File: src/common/dcache_cfg.svh
`ifndef DCACHE_CFG_SVH
`define DCACHE_CFG_SVH

// bus widths
`define DC_ADDR_W    32
`define DC_DATA_W    32

// 64 lines of 16 words
`define DC_INDEX_W   6
`define DC_OFFSET_W  4

// beats per line transfer
`define DC_BURST_LEN 16

// what is left of the address above index, offset and byte select
`define DC_TAG_W     (`DC_ADDR_W - `DC_INDEX_W - `DC_OFFSET_W - 2)

`endif

File: src/common/dcache_pkg.sv
`include "dcache_cfg.svh"

package dcache_pkg;

    typedef logic [`DC_DATA_W-1:0]   word_t;
    typedef logic [3:0]              byte_en_t;
    typedef logic [3:0]              axi_len_t;
    typedef logic [2:0]              axi_size_t;

    typedef logic [`DC_TAG_W-1:0]    dc_tag_t;
    typedef logic [`DC_INDEX_W-1:0]  dc_index_t;
    typedef logic [`DC_OFFSET_W-1:0] dc_offset_t;

    typedef struct packed {
        dc_tag_t    tag;
        dc_index_t  index;
        dc_offset_t offset;
        logic [1:0] bsel;
    } dc_addr_fields_t;

    // one address, either raw or split for the lookup
    typedef union packed {
        word_t           word;
        dc_addr_fields_t f;
    } dc_addr_u;

    typedef struct packed {
        dc_index_t  index;
        dc_offset_t offset;
    } dc_ram_addr_t;

    typedef enum logic [2:0] {
        S_IDLE,
        S_AR,
        S_R,
        S_FILL_END,
        S_AW,
        S_W,
        S_B
    } dc_state_e;

endpackage

File: src/common/dcache_tag_if.sv
`timescale 1ns/10ps

interface dcache_tag_if;
    import dcache_pkg::*;

    // lookup result for the current request
    logic      hit;
    logic      victim_dirty;
    dc_tag_t   victim_tag;

    // line updates from the controller
    logic      fill_start;
    logic      fill_done;
    logic      wb_done;
    dc_index_t lock_index;

    modport tag_side (
        output hit, victim_dirty, victim_tag,
        input  fill_start, fill_done, wb_done, lock_index
    );

    modport ctrl_side (
        input  hit, victim_dirty, victim_tag,
        output fill_start, fill_done, wb_done, lock_index
    );

endinterface

File: src/common/dcache_fill_if.sv
`timescale 1ns/10ps

interface dcache_fill_if;
    import dcache_pkg::*;

    logic         b_own;
    byte_en_t     b_wen;
    dc_ram_addr_t b_addr;
    word_t        b_wdata;
    // registered read data, shared by both ports
    word_t        dout;

    modport ram_side (
        input  b_own, b_wen, b_addr, b_wdata,
        output dout
    );

    modport ctrl_side (
        output b_own, b_wen, b_addr, b_wdata,
        input  dout
    );

endinterface

File: src/dcache/dcache_miss_ctrl.sv
`timescale 1ns/10ps
`include "dcache_cfg.svh"

module dcache_miss_ctrl (
    input  logic                  aclk,
    input  logic                  aresetn,
    input  logic                  bus_en,
    input  logic                  bus_cached,
    input  dcache_pkg::dc_addr_u  bus_addr,
    input  dcache_pkg::byte_en_t  bus_wen,
    input  dcache_pkg::word_t     bus_wdata,
    input  logic [1:0]            bus_size,
    output dcache_pkg::word_t     bus_rdata,
    output logic                  bus_streq,
    output dcache_pkg::word_t     araddr,
    output dcache_pkg::axi_len_t  arlen,
    output dcache_pkg::axi_size_t arsize,
    output logic                  arvalid,
    input  logic                  arready,
    input  dcache_pkg::word_t     rdata,
    input  logic                  rlast,
    input  logic                  rvalid,
    output dcache_pkg::word_t     awaddr,
    output dcache_pkg::axi_len_t  awlen,
    output dcache_pkg::axi_size_t awsize,
    output logic                  awvalid,
    input  logic                  awready,
    output dcache_pkg::word_t     wdata,
    output dcache_pkg::byte_en_t  wstrb,
    output logic                  wlast,
    output logic                  wvalid,
    input  logic                  wready,
    input  logic                  bvalid,
    dcache_tag_if.ctrl_side       tag,
    dcache_fill_if.ctrl_side      fill
);
    import dcache_pkg::*;

    localparam axi_len_t   LINE_LEN  = axi_len_t'(`DC_BURST_LEN - 1);
    localparam axi_size_t  WORD_SIZE = 3'b010;
    localparam dc_offset_t LAST_PREV = dc_offset_t'(`DC_BURST_LEN - 2);

    dc_state_e  state;
    dc_addr_u   lk_addr;
    logic       lk_cached;
    word_t      lk_data;
    byte_en_t   lk_strb;
    logic [1:0] lk_size;
    dc_offset_t cnt;
    dc_offset_t rd_off;
    word_t      uc_data;
    word_t      uc_addr;
    logic       uc_rdy;
    logic       uc_wdone;
    logic       rd_uc;
    logic       wr_req;
    logic       uc_hit;
    logic       rw_streq;
    dc_addr_u   line_addr;
    dc_addr_u   victim_addr;

    assign wr_req = |bus_wen;
    assign uc_hit = uc_rdy && (uc_addr == bus_addr.word);

    always_comb begin
        line_addr          = bus_addr;
        line_addr.f.offset = '0;
        line_addr.f.bsel   = '0;
        victim_addr        = line_addr;
        victim_addr.f.tag  = tag.victim_tag;
    end

    // stall until a hit, or until the uncached result is ready
    assign rw_streq  = bus_en && (bus_cached ? !tag.hit : (wr_req ? !uc_wdone : !uc_hit));
    assign bus_streq = rw_streq || fill.b_own;

    assign tag.fill_start = (state == S_IDLE) && bus_en && bus_cached
                            && !tag.hit && !tag.victim_dirty;
    assign tag.fill_done  = (state == S_FILL_END);
    assign tag.wb_done    = (state == S_B) && bvalid && lk_cached;
    assign tag.lock_index = lk_addr.f.index;

    // read one word ahead so dout follows each accepted W beat
    assign rd_off      = cnt + dc_offset_t'(wvalid && wready);
    assign fill.b_addr = {lk_addr.f.index, rd_off};

    assign araddr = lk_addr.word;
    assign awaddr = lk_addr.word;
    assign arlen  = lk_cached ? LINE_LEN : '0;
    assign awlen  = lk_cached ? LINE_LEN : '0;
    assign arsize = lk_cached ? WORD_SIZE : {1'b0, lk_size};
    assign awsize = lk_cached ? WORD_SIZE : {1'b0, lk_size};
    assign wstrb  = lk_cached ? '1 : lk_strb;
    assign wdata  = lk_cached ? fill.dout : lk_data;

    assign bus_rdata = rd_uc ? uc_data : fill.dout;

    always_ff @(posedge aclk or negedge aresetn) begin
        if (!aresetn) begin
            state      <= S_IDLE;
            lk_addr    <= '0;
            lk_cached  <= 1'b0;
            cnt        <= '0;
            arvalid    <= 1'b0;
            awvalid    <= 1'b0;
            wvalid     <= 1'b0;
            wlast      <= 1'b0;
            fill.b_own <= 1'b0;
            fill.b_wen <= '0;
            uc_rdy     <= 1'b0;
            uc_wdone   <= 1'b0;
            rd_uc      <= 1'b0;
        end else begin
            fill.b_wen <= '0;
            uc_rdy     <= 1'b0;
            uc_wdone   <= 1'b0;
            // fill write address advances after each ram write
            if (|fill.b_wen) begin
                cnt <= cnt + 1'b1;
            end
            // remember where the completed read takes its data from
            if (bus_en && !bus_streq) begin
                rd_uc <= !bus_cached;
            end

            case (state)
                S_IDLE: begin
                    if (bus_en && bus_cached && !tag.hit) begin
                        lk_cached  <= 1'b1;
                        cnt        <= '0;
                        fill.b_own <= 1'b1;
                        if (tag.victim_dirty) begin
                            lk_addr <= victim_addr;
                            awvalid <= 1'b1;
                            state   <= S_AW;
                        end else begin
                            lk_addr <= line_addr;
                            arvalid <= 1'b1;
                            state   <= S_AR;
                        end
                    end else if (bus_en && !bus_cached && !wr_req && !uc_hit) begin
                        lk_cached <= 1'b0;
                        lk_addr   <= bus_addr;
                        arvalid   <= 1'b1;
                        state     <= S_AR;
                    end else if (bus_en && !bus_cached && wr_req && !uc_wdone) begin
                        lk_cached <= 1'b0;
                        lk_addr   <= bus_addr;
                        awvalid   <= 1'b1;
                        state     <= S_AW;
                    end
                end

                S_AR: begin
                    if (arready) begin
                        arvalid <= 1'b0;
                        state   <= S_R;
                    end
                end

                S_R: begin
                    if (rvalid) begin
                        if (lk_cached) begin
                            fill.b_wen <= '1;
                        end
                        if (rlast && lk_cached) begin
                            state <= S_FILL_END;
                        end else if (rlast) begin
                            uc_rdy <= 1'b1;
                            state  <= S_IDLE;
                        end
                    end
                end

                // last word lands in the ram here
                S_FILL_END: begin
                    fill.b_own <= 1'b0;
                    state      <= S_IDLE;
                end

                S_AW: begin
                    if (awready) begin
                        awvalid <= 1'b0;
                        wvalid  <= 1'b1;
                        wlast   <= !lk_cached;
                        state   <= S_W;
                    end
                end

                S_W: begin
                    if (wready && wlast) begin
                        wvalid <= 1'b0;
                        wlast  <= 1'b0;
                        state  <= S_B;
                    end else if (wready) begin
                        cnt   <= cnt + 1'b1;
                        wlast <= (cnt == LAST_PREV);
                    end
                end

                S_B: begin
                    if (bvalid && lk_cached) begin
                        fill.b_own <= 1'b0;
                        state      <= S_IDLE;
                    end else if (bvalid) begin
                        uc_wdone <= 1'b1;
                        state    <= S_IDLE;
                    end
                end

                default: state <= S_IDLE;
            endcase
        end
    end

    always_ff @(posedge aclk) begin
        if (state == S_IDLE && bus_en && !bus_cached) begin
            lk_data <= bus_wdata;
            lk_strb <= bus_wen;
            lk_size <= bus_size;
        end
        if (rvalid) begin
            fill.b_wdata <= rdata;
        end
        // kept until the next uncached read replaces it
        if (state == S_R && rvalid && !lk_cached) begin
            uc_data <= rdata;
            uc_addr <= lk_addr.word;
        end
    end

endmodule

File: src/flat_wrapper.sv
// flat-port wrapper written by rule: the top's interface ports become plain ports
module dcache_miss_ctrl_flat import dcache_pkg::*;
  (aclk, aresetn, bus_en, bus_cached, bus_addr, bus_wen, bus_wdata, bus_size, bus_rdata, bus_streq, araddr, arlen, arsize, arvalid, arready, rdata, rlast, rvalid, awaddr, awlen, awsize, awvalid, awready, wdata, wstrb, wlast, wvalid, wready, bvalid, tag_hit, tag_victim_dirty, tag_victim_tag, tag_fill_start, tag_fill_done, tag_wb_done, tag_lock_index, fill_b_own, fill_b_wen, fill_b_addr, fill_b_wdata, fill_dout);
  dcache_tag_if tag_i ();
  dcache_fill_if fill_i ();
  input  logic aclk;
  input  logic aresetn;
  input  logic bus_en;
  input  logic bus_cached;
  input  dcache_pkg::dc_addr_u bus_addr;
  input  dcache_pkg::byte_en_t bus_wen;
  input  dcache_pkg::word_t bus_wdata;
  input  logic [1:0] bus_size;
  output dcache_pkg::word_t bus_rdata;
  output logic bus_streq;
  output dcache_pkg::word_t araddr;
  output dcache_pkg::axi_len_t arlen;
  output dcache_pkg::axi_size_t arsize;
  output logic arvalid;
  input  logic arready;
  input  dcache_pkg::word_t rdata;
  input  logic rlast;
  input  logic rvalid;
  output dcache_pkg::word_t awaddr;
  output dcache_pkg::axi_len_t awlen;
  output dcache_pkg::axi_size_t awsize;
  output logic awvalid;
  input  logic awready;
  output dcache_pkg::word_t wdata;
  output dcache_pkg::byte_en_t wstrb;
  output logic wlast;
  output logic wvalid;
  input  logic wready;
  input  logic bvalid;
  input wire logic [$bits(tag_i.hit)-1:0] tag_hit;
  input wire logic [$bits(tag_i.victim_dirty)-1:0] tag_victim_dirty;
  input wire logic [$bits(tag_i.victim_tag)-1:0] tag_victim_tag;
  output wire logic [$bits(tag_i.fill_start)-1:0] tag_fill_start;
  output wire logic [$bits(tag_i.fill_done)-1:0] tag_fill_done;
  output wire logic [$bits(tag_i.wb_done)-1:0] tag_wb_done;
  output wire logic [$bits(tag_i.lock_index)-1:0] tag_lock_index;
  output wire logic [$bits(fill_i.b_own)-1:0] fill_b_own;
  output wire logic [$bits(fill_i.b_wen)-1:0] fill_b_wen;
  output wire logic [$bits(fill_i.b_addr)-1:0] fill_b_addr;
  output wire logic [$bits(fill_i.b_wdata)-1:0] fill_b_wdata;
  input wire logic [$bits(fill_i.dout)-1:0] fill_dout;
  assign tag_i.hit = tag_hit;
  assign tag_i.victim_dirty = tag_victim_dirty;
  assign tag_i.victim_tag = tag_victim_tag;
  assign tag_fill_start = tag_i.fill_start;
  assign tag_fill_done = tag_i.fill_done;
  assign tag_wb_done = tag_i.wb_done;
  assign tag_lock_index = tag_i.lock_index;
  assign fill_b_own = fill_i.b_own;
  assign fill_b_wen = fill_i.b_wen;
  assign fill_b_addr = fill_i.b_addr;
  assign fill_b_wdata = fill_i.b_wdata;
  assign fill_i.dout = fill_dout;
  dcache_miss_ctrl u_core (.aclk(aclk), .aresetn(aresetn), .bus_en(bus_en), .bus_cached(bus_cached), .bus_addr(bus_addr), .bus_wen(bus_wen), .bus_wdata(bus_wdata), .bus_size(bus_size), .bus_rdata(bus_rdata), .bus_streq(bus_streq), .araddr(araddr), .arlen(arlen), .arsize(arsize), .arvalid(arvalid), .arready(arready), .rdata(rdata), .rlast(rlast), .rvalid(rvalid), .awaddr(awaddr), .awlen(awlen), .awsize(awsize), .awvalid(awvalid), .awready(awready), .wdata(wdata), .wstrb(wstrb), .wlast(wlast), .wvalid(wvalid), .wready(wready), .bvalid(bvalid), .tag(tag_i), .fill(fill_i));
endmodule
File: config.mk
export PLATFORM = sky130hd
export DESIGN_NAME = dcache_miss_ctrl_flat
export DESIGN_NICKNAME = d
export VERILOG_FILES = /design/src/common/dcache_pkg.sv /design/src/common/dcache_tag_if.sv /design/src/common/dcache_fill_if.sv /design/src/dcache/dcache_miss_ctrl.sv /design/src/flat_wrapper.sv
export VERILOG_INCLUDE_DIRS = /design/src /design/src/common
export SDC_FILE = /design/constraint.sdc
export NUM_CORES = 1
export LEC_CHECK = 0
export BUFFER_PORTS_ARGS = -buffer_cell sky130_fd_sc_hd__buf_2
export CORE_AREA = 2 2 144 146
export CTS_BUF_LIST = sky130_fd_sc_hd__clkbuf_8
export CTS_CLUSTER_SIZE = 20
export DETAILED_ROUTE_END_ITERATION = 10
export DIE_AREA = 0 0 146 148
export PLACE_DENSITY = 0.74
export SLEW_MARGIN = 5
export SYNTH_ARGS = -nofsm -noshare
export SYNTH_HDL_FRONTEND = slang
export SYNTH_SLANG_ARGS = --single-unit
export TNS_END_PERCENT = 30
File: constraint.sdc
create_clock -name aclk -period 6.5 [get_ports aclk]
set_input_delay 0.325 -clock aclk [delete_from_list [all_inputs] [get_ports aclk]]
set_output_delay 0.325 -clock aclk [all_outputs]
set_load 0.01 [all_outputs]
## Word level (Yosys, flattened, before mapping)

Index checks and enable logic that the tools add are counted.

- Register bits after elaboration: 186
- Bits of input ports: 166
- Output and inout bits: 207
- Logic and storage cells: 153

- Add/sub/neg operators: 2
- Eq/ne operators: 23
- Muxes and demuxes: 62
- Reduce and logical (&&, ||, !) cells: 47

Operators by type and width:

| operator | number |
|---|---|
| $mux 32 | 6 |
| $mux 3 | 12 |
| $eq 32x32->1 | 1 |
| $mux 4 | 8 |
| $mux 1 | 28 |
| $logic_and 1x1->1 | 23 |
| $pmux 3 s6 | 1 |
| $eq 3x3->1 const B | 3 |
| $ne 3x2->1 const B | 3 |
| $ne 3x3->1 const B | 3 |
| $reduce_and 3->1 | 3 |
| $logic_not 1->1 | 8 |
| $ne 2x2->1 const B | 4 |
| $pmux 1 s2 | 4 |
| $pmux 4 s2 | 1 |
| $reduce_or 4->1 | 2 |
| $reduce_and 7->1 | 1 |
| $eq 3x2->1 const B | 2 |
| $ne 3x1->1 const B | 2 |
| $reduce_bool 2->1 | 3 |
| $reduce_bool 3->1 | 2 |
| $reduce_and 5->1 | 1 |
| $add 4x1->4 | 1 |
| $add 4x1->4 const B | 1 |
| other kinds (10) | 11 |

## Logic depth before layout (Yosys ltp)

Gate-level depths: netlist of run 1.

- Depth after elaboration: 9
- Gate-level depth with buffers: 7
- Depth with buffers taken out: 6

## Worst setup path after synthesis of run 1

No wires, ideal clock.

- Path kind: reg2reg
- From: register u_core.state[0]
- To: register u_core.uc_addr[0] (enable)
- Setup time: 0.580 ns
- Arrival: 5.501 ns
- Data required time: 5.920 ns
- Path slack: 0.419 ns
- Stages on the path, launching flop included: 5
- Buffers on the path: 1
- Clock period less this slack: 6.081 ns
- Cells stage by stage: dfrtp_1 > clkbuf_1 > nor2_1 > nand2_1 > nor3b_1

- Word-level cells in the longest chain between the ends: 3

Ends and longest elaborated chain:

| element | line | text |
|---|---|---|
| from (decl) | dcache_miss_ctrl.sv:43 | `dc_state_e state;` |
| from (signal assigned) | dcache_miss_ctrl.sv:100 | `state <= S_IDLE;` |
| from (signal assigned) | dcache_miss_ctrl.sv:135 | `state <= S_AW;` |
| from (signal assigned) | dcache_miss_ctrl.sv:139 | `state <= S_AR;` |
| $eq 3x2->1 | dcache_miss_ctrl.sv:226 | `if (state == S_R && rvalid && !lk_cached) begin` |
| $logic_and 1x1->1 (2 in a row) | dcache_miss_ctrl.sv:226 |  |
| to (signal assigned) | dcache_miss_ctrl.sv:228 | `uc_addr <= lk_addr.word;` |
| to (decl) | dcache_miss_ctrl.sv:52 | `word_t uc_addr;` |

Every way passes these cells.
A chain may end at the register's enable or synchronous reset.

## Worst setup path in the final report of run 1

- From: register u_core.uc_addr[25]
- To: output bus_streq

- Word-level cells in the longest chain between the ends: 7

Ends and longest elaborated chain:

| element | line | text |
|---|---|---|
| $eq 32x32->1 | dcache_miss_ctrl.sv:63 | `assign uc_hit = uc_rdy && (uc_addr == bus_addr.word);` |
| $logic_and 1x1->1 | dcache_miss_ctrl.sv:63 |  |
| $logic_not 1->1 | dcache_miss_ctrl.sv:74 | `assign rw_streq = bus_en && (bus_cached ? !tag.hit : (wr_req ? !uc_wdone : !uc_hit));` |
| $mux 1 (2 in a row) | dcache_miss_ctrl.sv:74 |  |
| $logic_and 1x1->1 | dcache_miss_ctrl.sv:74 |  |
| $logic_or 1x1->1 | dcache_miss_ctrl.sv:75 | `assign bus_streq = rw_streq \|\| fill.b_own;` |
| to (decl) | flat_wrapper.sv:15 | `output logic bus_streq;` |

Every way passes these cells.

==> flow_summary.yaml, run 1 <==
sta:
  finalMaxSlewViolations: 0
  period_minus_slack_ns: 3.09
  rsz0062_at_grt: "false"
  setup_ws_ns: 3.41
  finClkSkew_ns: 0.0141
  finalHoldViolCount: 0
  worst_pin_slew_ns: 1.00
  setup-tns-final_ns: 0
  period_share_pct: 47.5
  final-setup-viol-count: 0
  fmax_mhz: 324
  slew_headroom_pct: 32.5
placed_design:
  dp.cells: 1109
  io_buffers: 370
  pre_cts_slack_ns: 3.31
  gp_congestion: 0.828
  hpwlAfterDp_mm: 16.4
hold_path:
  hp-class: "primary input to flop"
  min_from: "rdata[16]"
global_routing:
  grt_max_degree: 50
  globalRouteTotalUtil_pct: 20.0
  grt_pass1_wl_mm: 32.5
  antenna_found_initial: 3
  first_global_vias: 5504
  grt.overflow.total: 0
synth:
  syn_inst: 538
  avgSynthCellArea_um2: 15.2
  ys_ff_latch: 183
  syn_area_um2: 8200
  synthArstFlopShare_pct: 26.8
  synth_warnings: 0
  ys.flop_type: "edfxtp_1"
  synth_cell_types: 50
  synth_edf_count: 134
  yosysSeqAreaShare_pct: 64.0
die:
  rows: 52
  coreArea_um2: 20000
  die_h_um: 148
  initial_core_util_pct: 40.9
  num_io_pins: 373
  die_area_um2: 21600
  fp.dieW_um: 146
layout:
  fin_cells: 1163
  nets: 1046
  drive_gt1_share_pct: 59.7
  areaGrowthSynthToFinish_pct: 28.0
detailed_routing:
  routed_wl_mm: 22.0
  num_vias: 5657
  via_per_inst: 4.86
  first_pass_iters: 5
  ant_nets: 0
  drc_errors: 0
  post_drt_wl_per_cell_um: 18.9
  drtIter0Drc: 291
power_and_ir_drop:
  power_mw: 3.99
  power.density_nw_per_um2: 380
  leakage_nw: 4.59
  peakVddDrop_v: 0.000214
clock_tree:
  clkLatencyLatePin_ns: 0.45
  cts.sinks: 183
  clockBufferDepth: 2
  numCtsBuffers: 17
  tritoncts: "yes"
  root_buffer: "clkbuf_8"
  clkSlewWorstSetupHoldPaths_ns: 0.11
  cts.repair.resized: 0
  htreeDepth: 4
run:
  drv_cap: 0
critical_path:
  critPathKind: "flop to primary output"
  reg2reg_from: "u_core.uc_addr[25]"
  crit_fanout: 2
  critPathRequiredTime_ns: 6.17
  critPathCaptureType: "primary output"
  arrival_ns: 2.76
  worstSetupStartpoint: "u_core.uc_addr[25]"
  startpoint_type: "flop"
status:
  status: "finished clean"
==> flip-flops by register name, summed over array words and instances, names as in the netlist, 2 cells and up <==
register	flops
u_core.lk_size	2
u_core.lk_strb	4
u_core.cnt	4
u_core.araddr	32
u_core.uc_addr	32
u_core.fill.b_wdata	32
u_core.uc_data	32
u_core.lk_data	32
u_core.state	3
==> cell usage after synthesis (5+ instances only) <==
cell      instances  area share, %
mux2_2           90             12
a32o_1            7           0.85
nor2_1           19           0.87
xor2_1           30            3.2
a21oi_1           9           0.55
o21ai_0           6           0.37
inv_1            10           0.46
dfrtp_1          49             15
buf_4            60            5.5
nor4_1            9           0.69
edfxtp_1        134             49
nand3_1           6           0.37
mux2_4           20            3.7
nand2_1          12           0.55
clkbuf_1         12           0.55
or2_2             5           0.38
==> where the power goes <==
part | switching (mW) | total [mW] | leakage, nW | internal [mW]
clock | 0.451 | 0.732 | 0.186 | 0.282
combinational | 0.719 | 1.44 | 2.56 | 0.722
sequential | 0.289 | 1.81 | 1.84 | 1.53
==> per-layer routing <==
metal	GRT usage (%)	wire (um)	up-vias
met2	35.8	11300	290
met3	5.00	1640	26
li1	-	-	2612
met5	0	7	-
met4	5.87	367	2
met1	23.9	8670	2727
==> cells in the final DEF, fill, tap and decap left out, types with 4 or more instances in the layout <==
master,synthesis,routed
xor2_1,30,30
xnor2_1,4,4
a21oi_1,9,9
diode_2,0,4
dlygate4sd3_1,0,18
inv_1,10,10
mux2_4,20,20
mux2_2,90,90
inv_8,0,5
ha_1,4,4
nand2_1,12,12
a32o_1,7,7
clkinv_4,0,4
buf_2,0,370
nand3_1,6,6
edfxtp_1,134,134
buf_4,60,7
o21ai_0,6,6
clkbuf_8,0,17
or2_2,5,5
nor2_1,19,18
nor4_1,9,9
dfrtp_1,49,47
==> timing repair <==
action	in CTS	in global routing
setup buffers	0	0
hold buffers	7	11
hold endpoints to repair	52	11
==> cell families (layout without fill, tap and decap cells) <==
| group | Yosys count | after routing | synth area share [%] |
|---|---|---|---|
| buf+inv | 87 | 437 | 6.91 |
| compound gates | 41 | 41 | 3.69 |
| fa+ha+maj | 4 | 4 | 0.610 |
| flops | 183 | 183 | 64.0 |
| simple gates | 77 | 77 | 4.99 |
| mux | 111 | 111 | 16.1 |
| xor+xnor | 34 | 34 | 3.63 |
| other cells | 1 | 6 | 0.0457 |
==> layout make-up <==
class                      instances  area [um^2]
fill                            1760         9530
clock inverter                    15          140
tap                              270          338
antenna                            4         10.0
multi-input combinational        269         2410
clock buffer                      17          234
inverter                          10         37.5
sequential                       183         5250
timing repair buffer             395         2080
==> final timing paths <==
check                                          end  slack (ns)  cells past startpoint
max in group asynchronous         u_core.lk_cached        5.51                      3
max                                      bus_streq        3.41                      6
min in group asynchronous        u_core.araddr[30]        0.51                      3
min                        u_core.fill.b_wdata[16]        0.05                      1
max reg2reg                      u_core.araddr[10]        3.55                      6
min reg2reg                     u_core.uc_addr[23]        0.51                      0
==> critical path: stages, from the launching register on <==
cell and delay (ns):
edfxtp_1 0.41, xor2_1 0.18, nor4_1 0.54, nand4_1 0.15, nor4_1 0.62, o211ai_1 0.23, buf_2 0.19
==> through the flow <==
stage	utilization, %	hold WS (ns)	cell area, um^2
2_1_floorplan	-	0.0294	8210
5_1_grt	52.4	0.000909	10500
4_1_cts	51.8	0.00123	10400
6_report	52.4	0.0489	10500
3_3_place_gp	49.6	0.479	9940
3_5_place_dp	49.6	0.473	9940
No activity file was read; power rests on OpenSTA's default activity.
==> inputs of run 2 (changes only) <==
CORE_AREA = 2 2 145 147   (was 2 2 144 146)
DIE_AREA = 0 0 147 149   (was 0 0 146 148)
PLACE_DENSITY = 0.7   (was 0.74)
clock period = 3.2 ns   (was 6.5 ns; I/O delays follow)
==> run 2 against run 1 <==
Flip-flop and latch count unchanged. Final cell count grew 6.2%. Total power rose by 110%. Critical path type is now flop to flop. Critical endpoint is now u_core.araddr[24].
==> flow_summary.yaml, run 2 (synthesis gave the netlist of run 1 again) <==
status:
  status: "finished clean"
sta:
  hold_slack_ns: 0.0413
  period_minus_slack_ns: 2.69
  setup_ws_ns: 0.512
  setup-tns-final_ns: 0
  slew_headroom_pct: 30.7
  finClkSkew_ns: 0.0205
  worst_pin_slew_ns: 1.03
  finalMaxSlewViolations: 0
  finalHoldViolCount: 0
  rsz0062_at_grt: "false"
  fmax_mhz: 372
  final-setup-viol-count: 0
  period_share_pct: 84.0
clock_tree:
  root_buffer: "clkbuf_8"
  cts.repair.resized: 0
  htreeDepth: 4
  clkLatencyLatePin_ns: 0.46
  clkSlewWorstSetupHoldPaths_ns: 0.11
  numCtsBuffers: 17
  cts_hold_buf: 85
  cts.sinks: 183
  tritoncts: "yes"
  clockBufferDepth: 2
  post_cts_buffers: 0
layout:
  regArea_um2: 5250
  drive_gt1_share_pct: 55.7
  nets: 1117
  fin_util_pct: 54.8
  n_antenna_cell: 0
  layout_commonest_cell: "buf_2"
  fin_cells: 1235
  multiInputGateArea_um2: 2410
  areaGrowthSynthToFinish_pct: 37.2
  layout_common_cells: "buf_2, edfxtp_1, mux2_2"
  fillers: 1712
placed_design:
  dp.cells: 1118
  hpwlAfterDp_mm: 16.5
  io_buffers: 370
  pre_cts_slack_ns: 0.508
  gp_congestion: 0.813
detailed_routing:
  drc_errors: 0
  drtIter0Drc: 217
  ant_nets: 0
  via_per_inst: 4.78
  first_pass_iters: 4
  routed_wl_mm: 22.8
  num_vias: 5909
  post_drt_wl_per_cell_um: 18.4
power_and_ir_drop:
  power.density_nw_per_um2: 739
  peakVddDrop_v: 0.000412
  leakage_nw: 4.91
global_routing:
  grt_pass1_wl_mm: 33.2
  grt.overflow.total: 0
  grtUsageMet1_pct: 23.5
  gr-max-usage-layer: "met2"
  met2_usage_pct: 36.4
  first_global_vias: 5864
  globalRouteTotalUtil_pct: 19.9
  grtUsageMet3_pct: 4.46
  antenna_found_initial: 0
  grt_max_degree: 53
die:
  die_h_um: 149
  rows: 53
  die_area_um2: 21900
  coreArea_um2: 20600
  initial_core_util_pct: 39.9
  num_io_pins: 373
  fp.dieW_um: 147
critical_path:
  critPathRequiredTime_ns: 3.54
  critPathCaptureType: "flop"
  arrival_ns: 3.03
  crit_fanout: 20
  critPathKind: "flop to flop"
  startpoint_type: "flop"
hold_path:
  hp-class: "primary input to flop"
run:
  drv_cap: 0
[run 2: changes by cell type in the layout (fill, tap and decap cells not counted), moves of 2 or more]
cell and change:
clkinv_4 -2, dlygate4sd3_1 +67, clkinv_8 +2, inv_6 +2, diode_2 -4, buf_4 +3
[run 2: report_power, final]
group,switching [mW],internal (mW)
clock network,0.953,0.665
logic,1.55,1.54
registers,0.516,3.10
[run 2: final cells by class]
cell class	instances	area share (%)
clock buffers	17	2.08
flip-flops and latches	183	46.7
inverters	10	0.333
well taps	275	3.06
clock inverters	15	1.62
repair buffers	466	24.8
multi-input cells	269	21.4
[run 2: critical path, stage by stage, from the launching register on]
cell,delay (ns)
edfxtp_1,0.40
xor2_1,0.19
nor4_1,0.51
nand2_1,0.12
or4_4,0.55
o21a_1,0.21
buf_4,0.25
mux2_4,0.34
[run 2: through the flow]
step / total power, mW / area (um^2)
floorplan: 5.73 / 8220
detailed placement: 6.70 / 9990
global placement: 6.66 / 9990
finish: 8.32 / 11300
global route: 8.74 / 11300
CTS: 8.41 / 11300
[run 2: path summary, 6_finish.rpt]
check / start / end / slack [ns] / depth (start not counted)
worst min-delay path: bus_en / u_core.rd_uc / 0.04 / 3
min in group asynchronous: aresetn / u_core.araddr[26] / 0.35 / 2
worst min register to register: u_core.araddr[22] / u_core.uc_addr[22] / 0.51 / 0
worst max register to register: u_core.uc_addr[18] / u_core.araddr[24] / 0.51 / 7
worst max-delay path: u_core.uc_addr[18] / u_core.araddr[24] / 0.51 / 7
max in group asynchronous: aresetn / u_core.fill.b_wen[2] / 2.12 / 3
[run 2: routing by layer]
metal | part of all wire [%] | routed length (um) | vias up
met4 | 1.5 | 348 | 0
met3 | 7.3 | 1650 | 23
met2 | 51 | 11700 | 271
met1 | 40 | 9050 | 2860
met5 | 0 | 0 | -
li1 | - | - | 2755
==> inputs of run 3 (changes only) <==
ABC_AREA = 1   (was unset)
CORE_AREA = 2 2 146 148   (was 2 2 145 147)
DIE_AREA = 0 0 148 150   (was 0 0 147 149)
PLACE_DENSITY = 0.73   (was 0.7)
clock period = 2.2 ns   (was 3.2 ns; I/O delays follow)
==> run 3 against run 2 <==
Clock skew up 0.0053 ns. First-iteration DRC count up 120%. Setup slack worse by 0.38 ns. Synthesized cell count increased by 48%. Register-to-register slack worse by 0.29 ns. Clock power grew 40%. Highest routed layer unchanged.
==> flow_summary.yaml, run 3 <==
detailed_routing:
  drc_errors: 0
  drtIter0Drc: 481
  routed_wl_mm: 25.5
  ant_nets: 0
  first_pass_iters: 5
  num_vias: 7227
  via_per_inst: 4.72
  post_drt_wl_per_cell_um: 16.6
placed_design:
  dp.cells: 1374
  io_buffers: 370
  gp_congestion: 0.837
  pre_cts_slack_ns: 0.286
  hpwlAfterDp_mm: 17.3
layout:
  fin_util_pct: 57.3
  areaGrowthSynthToFinish_pct: 41.3
  fillers: 1768
  fin_cells: 1531
  layout_commonest_cell: "buf_2"
  regArea_um2: 5250
  layout_common_cells: "buf_2, nand2_1, edfxtp_1"
  drive_gt1_share_pct: 36.4
  multiInputGateArea_um2: 2190
  nets: 1412
die:
  num_io_pins: 373
  die_h_um: 150
  fp.dieW_um: 148
  coreArea_um2: 20700
  die_area_um2: 22200
  initial_core_util_pct: 40.6
  rows: 53
clock_tree:
  htreeDepth: 4
  post_cts_buffers: 0
  clkLatencyLatePin_ns: 0.47
  numCtsBuffers: 17
  clockBufferDepth: 2
  root_buffer: "clkbuf_8"
  cts.sinks: 183
  tritoncts: "yes"
  clkSlewWorstSetupHoldPaths_ns: 0.11
power_and_ir_drop:
  leakage_nw: 5.67
  power_mw: 12.0
  p_comb_share_pct: 39.6
  p_int_mw: 7.16
  swShare_pct: 40.2
  peakVddDrop_v: 0.000486
  p_clk_share_pct: 19.0
  power.switching_mw: 4.81
  power.density_nw_per_um2: 1010
  p_seq_share_pct: 41.5
synth:
  synth_common_cells: "nand2_1, edfxtp_1, inv_1"
  avgSynthCellArea_um2: 10.5
  synth_cell_types: 40
  synth_compound_area_share_pct: 7.69
  synthArstFlopShare_pct: 26.8
  synth.mux.area_fraction_pct: 2.39
  yosys.area_share.simple_pct: 13.3
  ys.flop_type: "edfxtp_1"
  ys_ff_latch: 183
  syn_inst: 798
  syn_area_um2: 8390
  synth_top_family_by_area: "simple AND/OR/NAND/NOR gates"
  yosysMostFrequentCell: "nand2_1"
  synth_warnings: 0
  synth_edf_count: 134
  synthTopCellsByArea: "edfxtp_1, dfrtp_1, nand2_1"
  synth_xor_xnor_area_share_pct: 1.46
  yosys.area.top_type_share_pct: 47.9
  yosysTopAreaCell: "edfxtp_1"
  synth-adder-area-share_pct: 0.596
  yosysSeqAreaShare_pct: 62.6
status:
  status: "finished clean"
critical_path:
  reg2reg_from: "u_core.uc_addr[9]"
  worstSetupStartpoint: "u_core.uc_addr[9]"
  startpoint_type: "flop"
  critPathCaptureType: "primary output"
  critPathRequiredTime_ns: 2.09
  critPathKind: "flop to primary output"
  rr_worst_depth: 14
  rr_endpoint: "u_core.araddr[24]"
  crit_fanout: 2
  arrival_ns: 1.96
  reg2reg_slack_ns: 0.22
sta:
  worst_pin_slew_ns: 0.689
  finalMaxSlewViolations: 0
  slew_headroom_pct: 54.0
  fmax_mhz: 484
  rsz0062_at_grt: "true"
  period_share_pct: 93.9
  finalHoldViolCount: 0
  setup-tns-final_ns: 0
  finClkSkew_ns: 0.0257
  final-setup-viol-count: 0
  period_minus_slack_ns: 2.07
  setup_ws_ns: 0.134
global_routing:
  first_global_vias: 7148
  grt.overflow.total: 0
  grt_pass1_wl_mm: 37.8
  globalRouteTotalUtil_pct: 22.3
  antenna_found_initial: 1
  grt_max_degree: 68
hold_path:
  holdPathStages: 3
  min_from: "bus_addr[26]"
  hp-class: "primary input to flop"
  hold_path_end: "u_core.araddr[26]"
run:
  drv_cap: 0
-- run 3: cell types whose count changed after synthesis, moves of 6 or more --
cell,delta
a21oi_1,-6
a32o_1,-7
inv_1,+95
mux2_2,-90
mux2_4,-20
mux2i_1,+19
nand2_1,+177
nand3_1,+7
nor2_1,+19
o21ai_0,+83
o21ai_2,+12
xor2_1,-22
-- run 3: kinds of logic (layout without fill, tap and decap cells) --
family,Yosys count,count (layout)
DFF,183,183
buffers and inverters,191,647
xor gates and xnor gates,14,14
and+or+nand+nor,270,270
other,1,3
AOI/OAI and AO/OA,115,115
muxes,20,20
adders and majority gates,4,4
-- run 3: critical path, cell delays in order (launching register included) --
cell,delay (ns)
edfxtp_1,0.40
nand2_1,0.09
nand2_1,0.06
inv_1,0.05
nand2_1,0.06
nor2_2,0.11
nand2_1,0.07
nor2_2,0.13
nand3_2,0.10
a21oi_2,0.18
nand2_2,0.10
buf_6,0.14
-- run 3: repair_timing --
action | CTS | global route
endpoints found under the setup margin | 0 | 2
resized for setup | 0 | 8
hold buffers | 124 | 0
endpoints found under the hold margin | 187 | 0
-- run 3: final cells by class --
cell class | count | area share (%)
clock inverter | 15 | 1.32
inverter | 109 | 3.45
sequential | 183 | 44.3
multi-input combinational | 425 | 18.5
timing repair buffer | 506 | 27.6
tap | 275 | 2.90
antenna | 1 | 0.0211
clock buffer | 17 | 1.97
-- run 3: worst max path at each step --
stage | to | slack (ns)
2_1_floorplan | u_core.uc_addr[0] | -0.49
3_3_place_gp | u_core.araddr[31] | 0.34
3_5_place_dp | u_core.araddr[31] | 0.29
4_1_cts | bus_streq | 0.04
5_1_grt | bus_streq | -0.02
6_report | bus_streq | 0.13
-- run 3: routing by layer --
layer	part of all wire (%)	wire length (um)	up-vias	GRT usage [%]
li1	-	-	3446	-
met1	40	10300	3449	28.2
met2	51	13000	280	37.7
met3	6.3	1610	52	4.79
met4	2.5	633	0	8.19
met5	0	0	-	0
-- run 3: per-stage QoR --
stage / cell area, um^2 / hold WS (ns)
global route: 11900 / 0.00242
global placement: 10200 / 0.276
finish: 11900 / 0.0225
detailed placement: 10200 / 0.287
CTS: 11800 / 0.00254
floorplan: 8420 / -0.186
-- run 3: power groups by stage --
| stage | registers (mW) | clock network (mW) | logic [mW] |
|---|---|---|---|
| after global placement | 5.02 | 0 | 4.43 |
| after global routing | 5.06 | 2.43 | 5.20 |
| after CTS | 4.97 | 2.31 | 4.68 |
| final | 4.96 | 2.27 | 4.74 |
| after detailed placement | 5.03 | 0 | 4.48 |
| after floorplan | 5.09 | 0 | 2.86 |
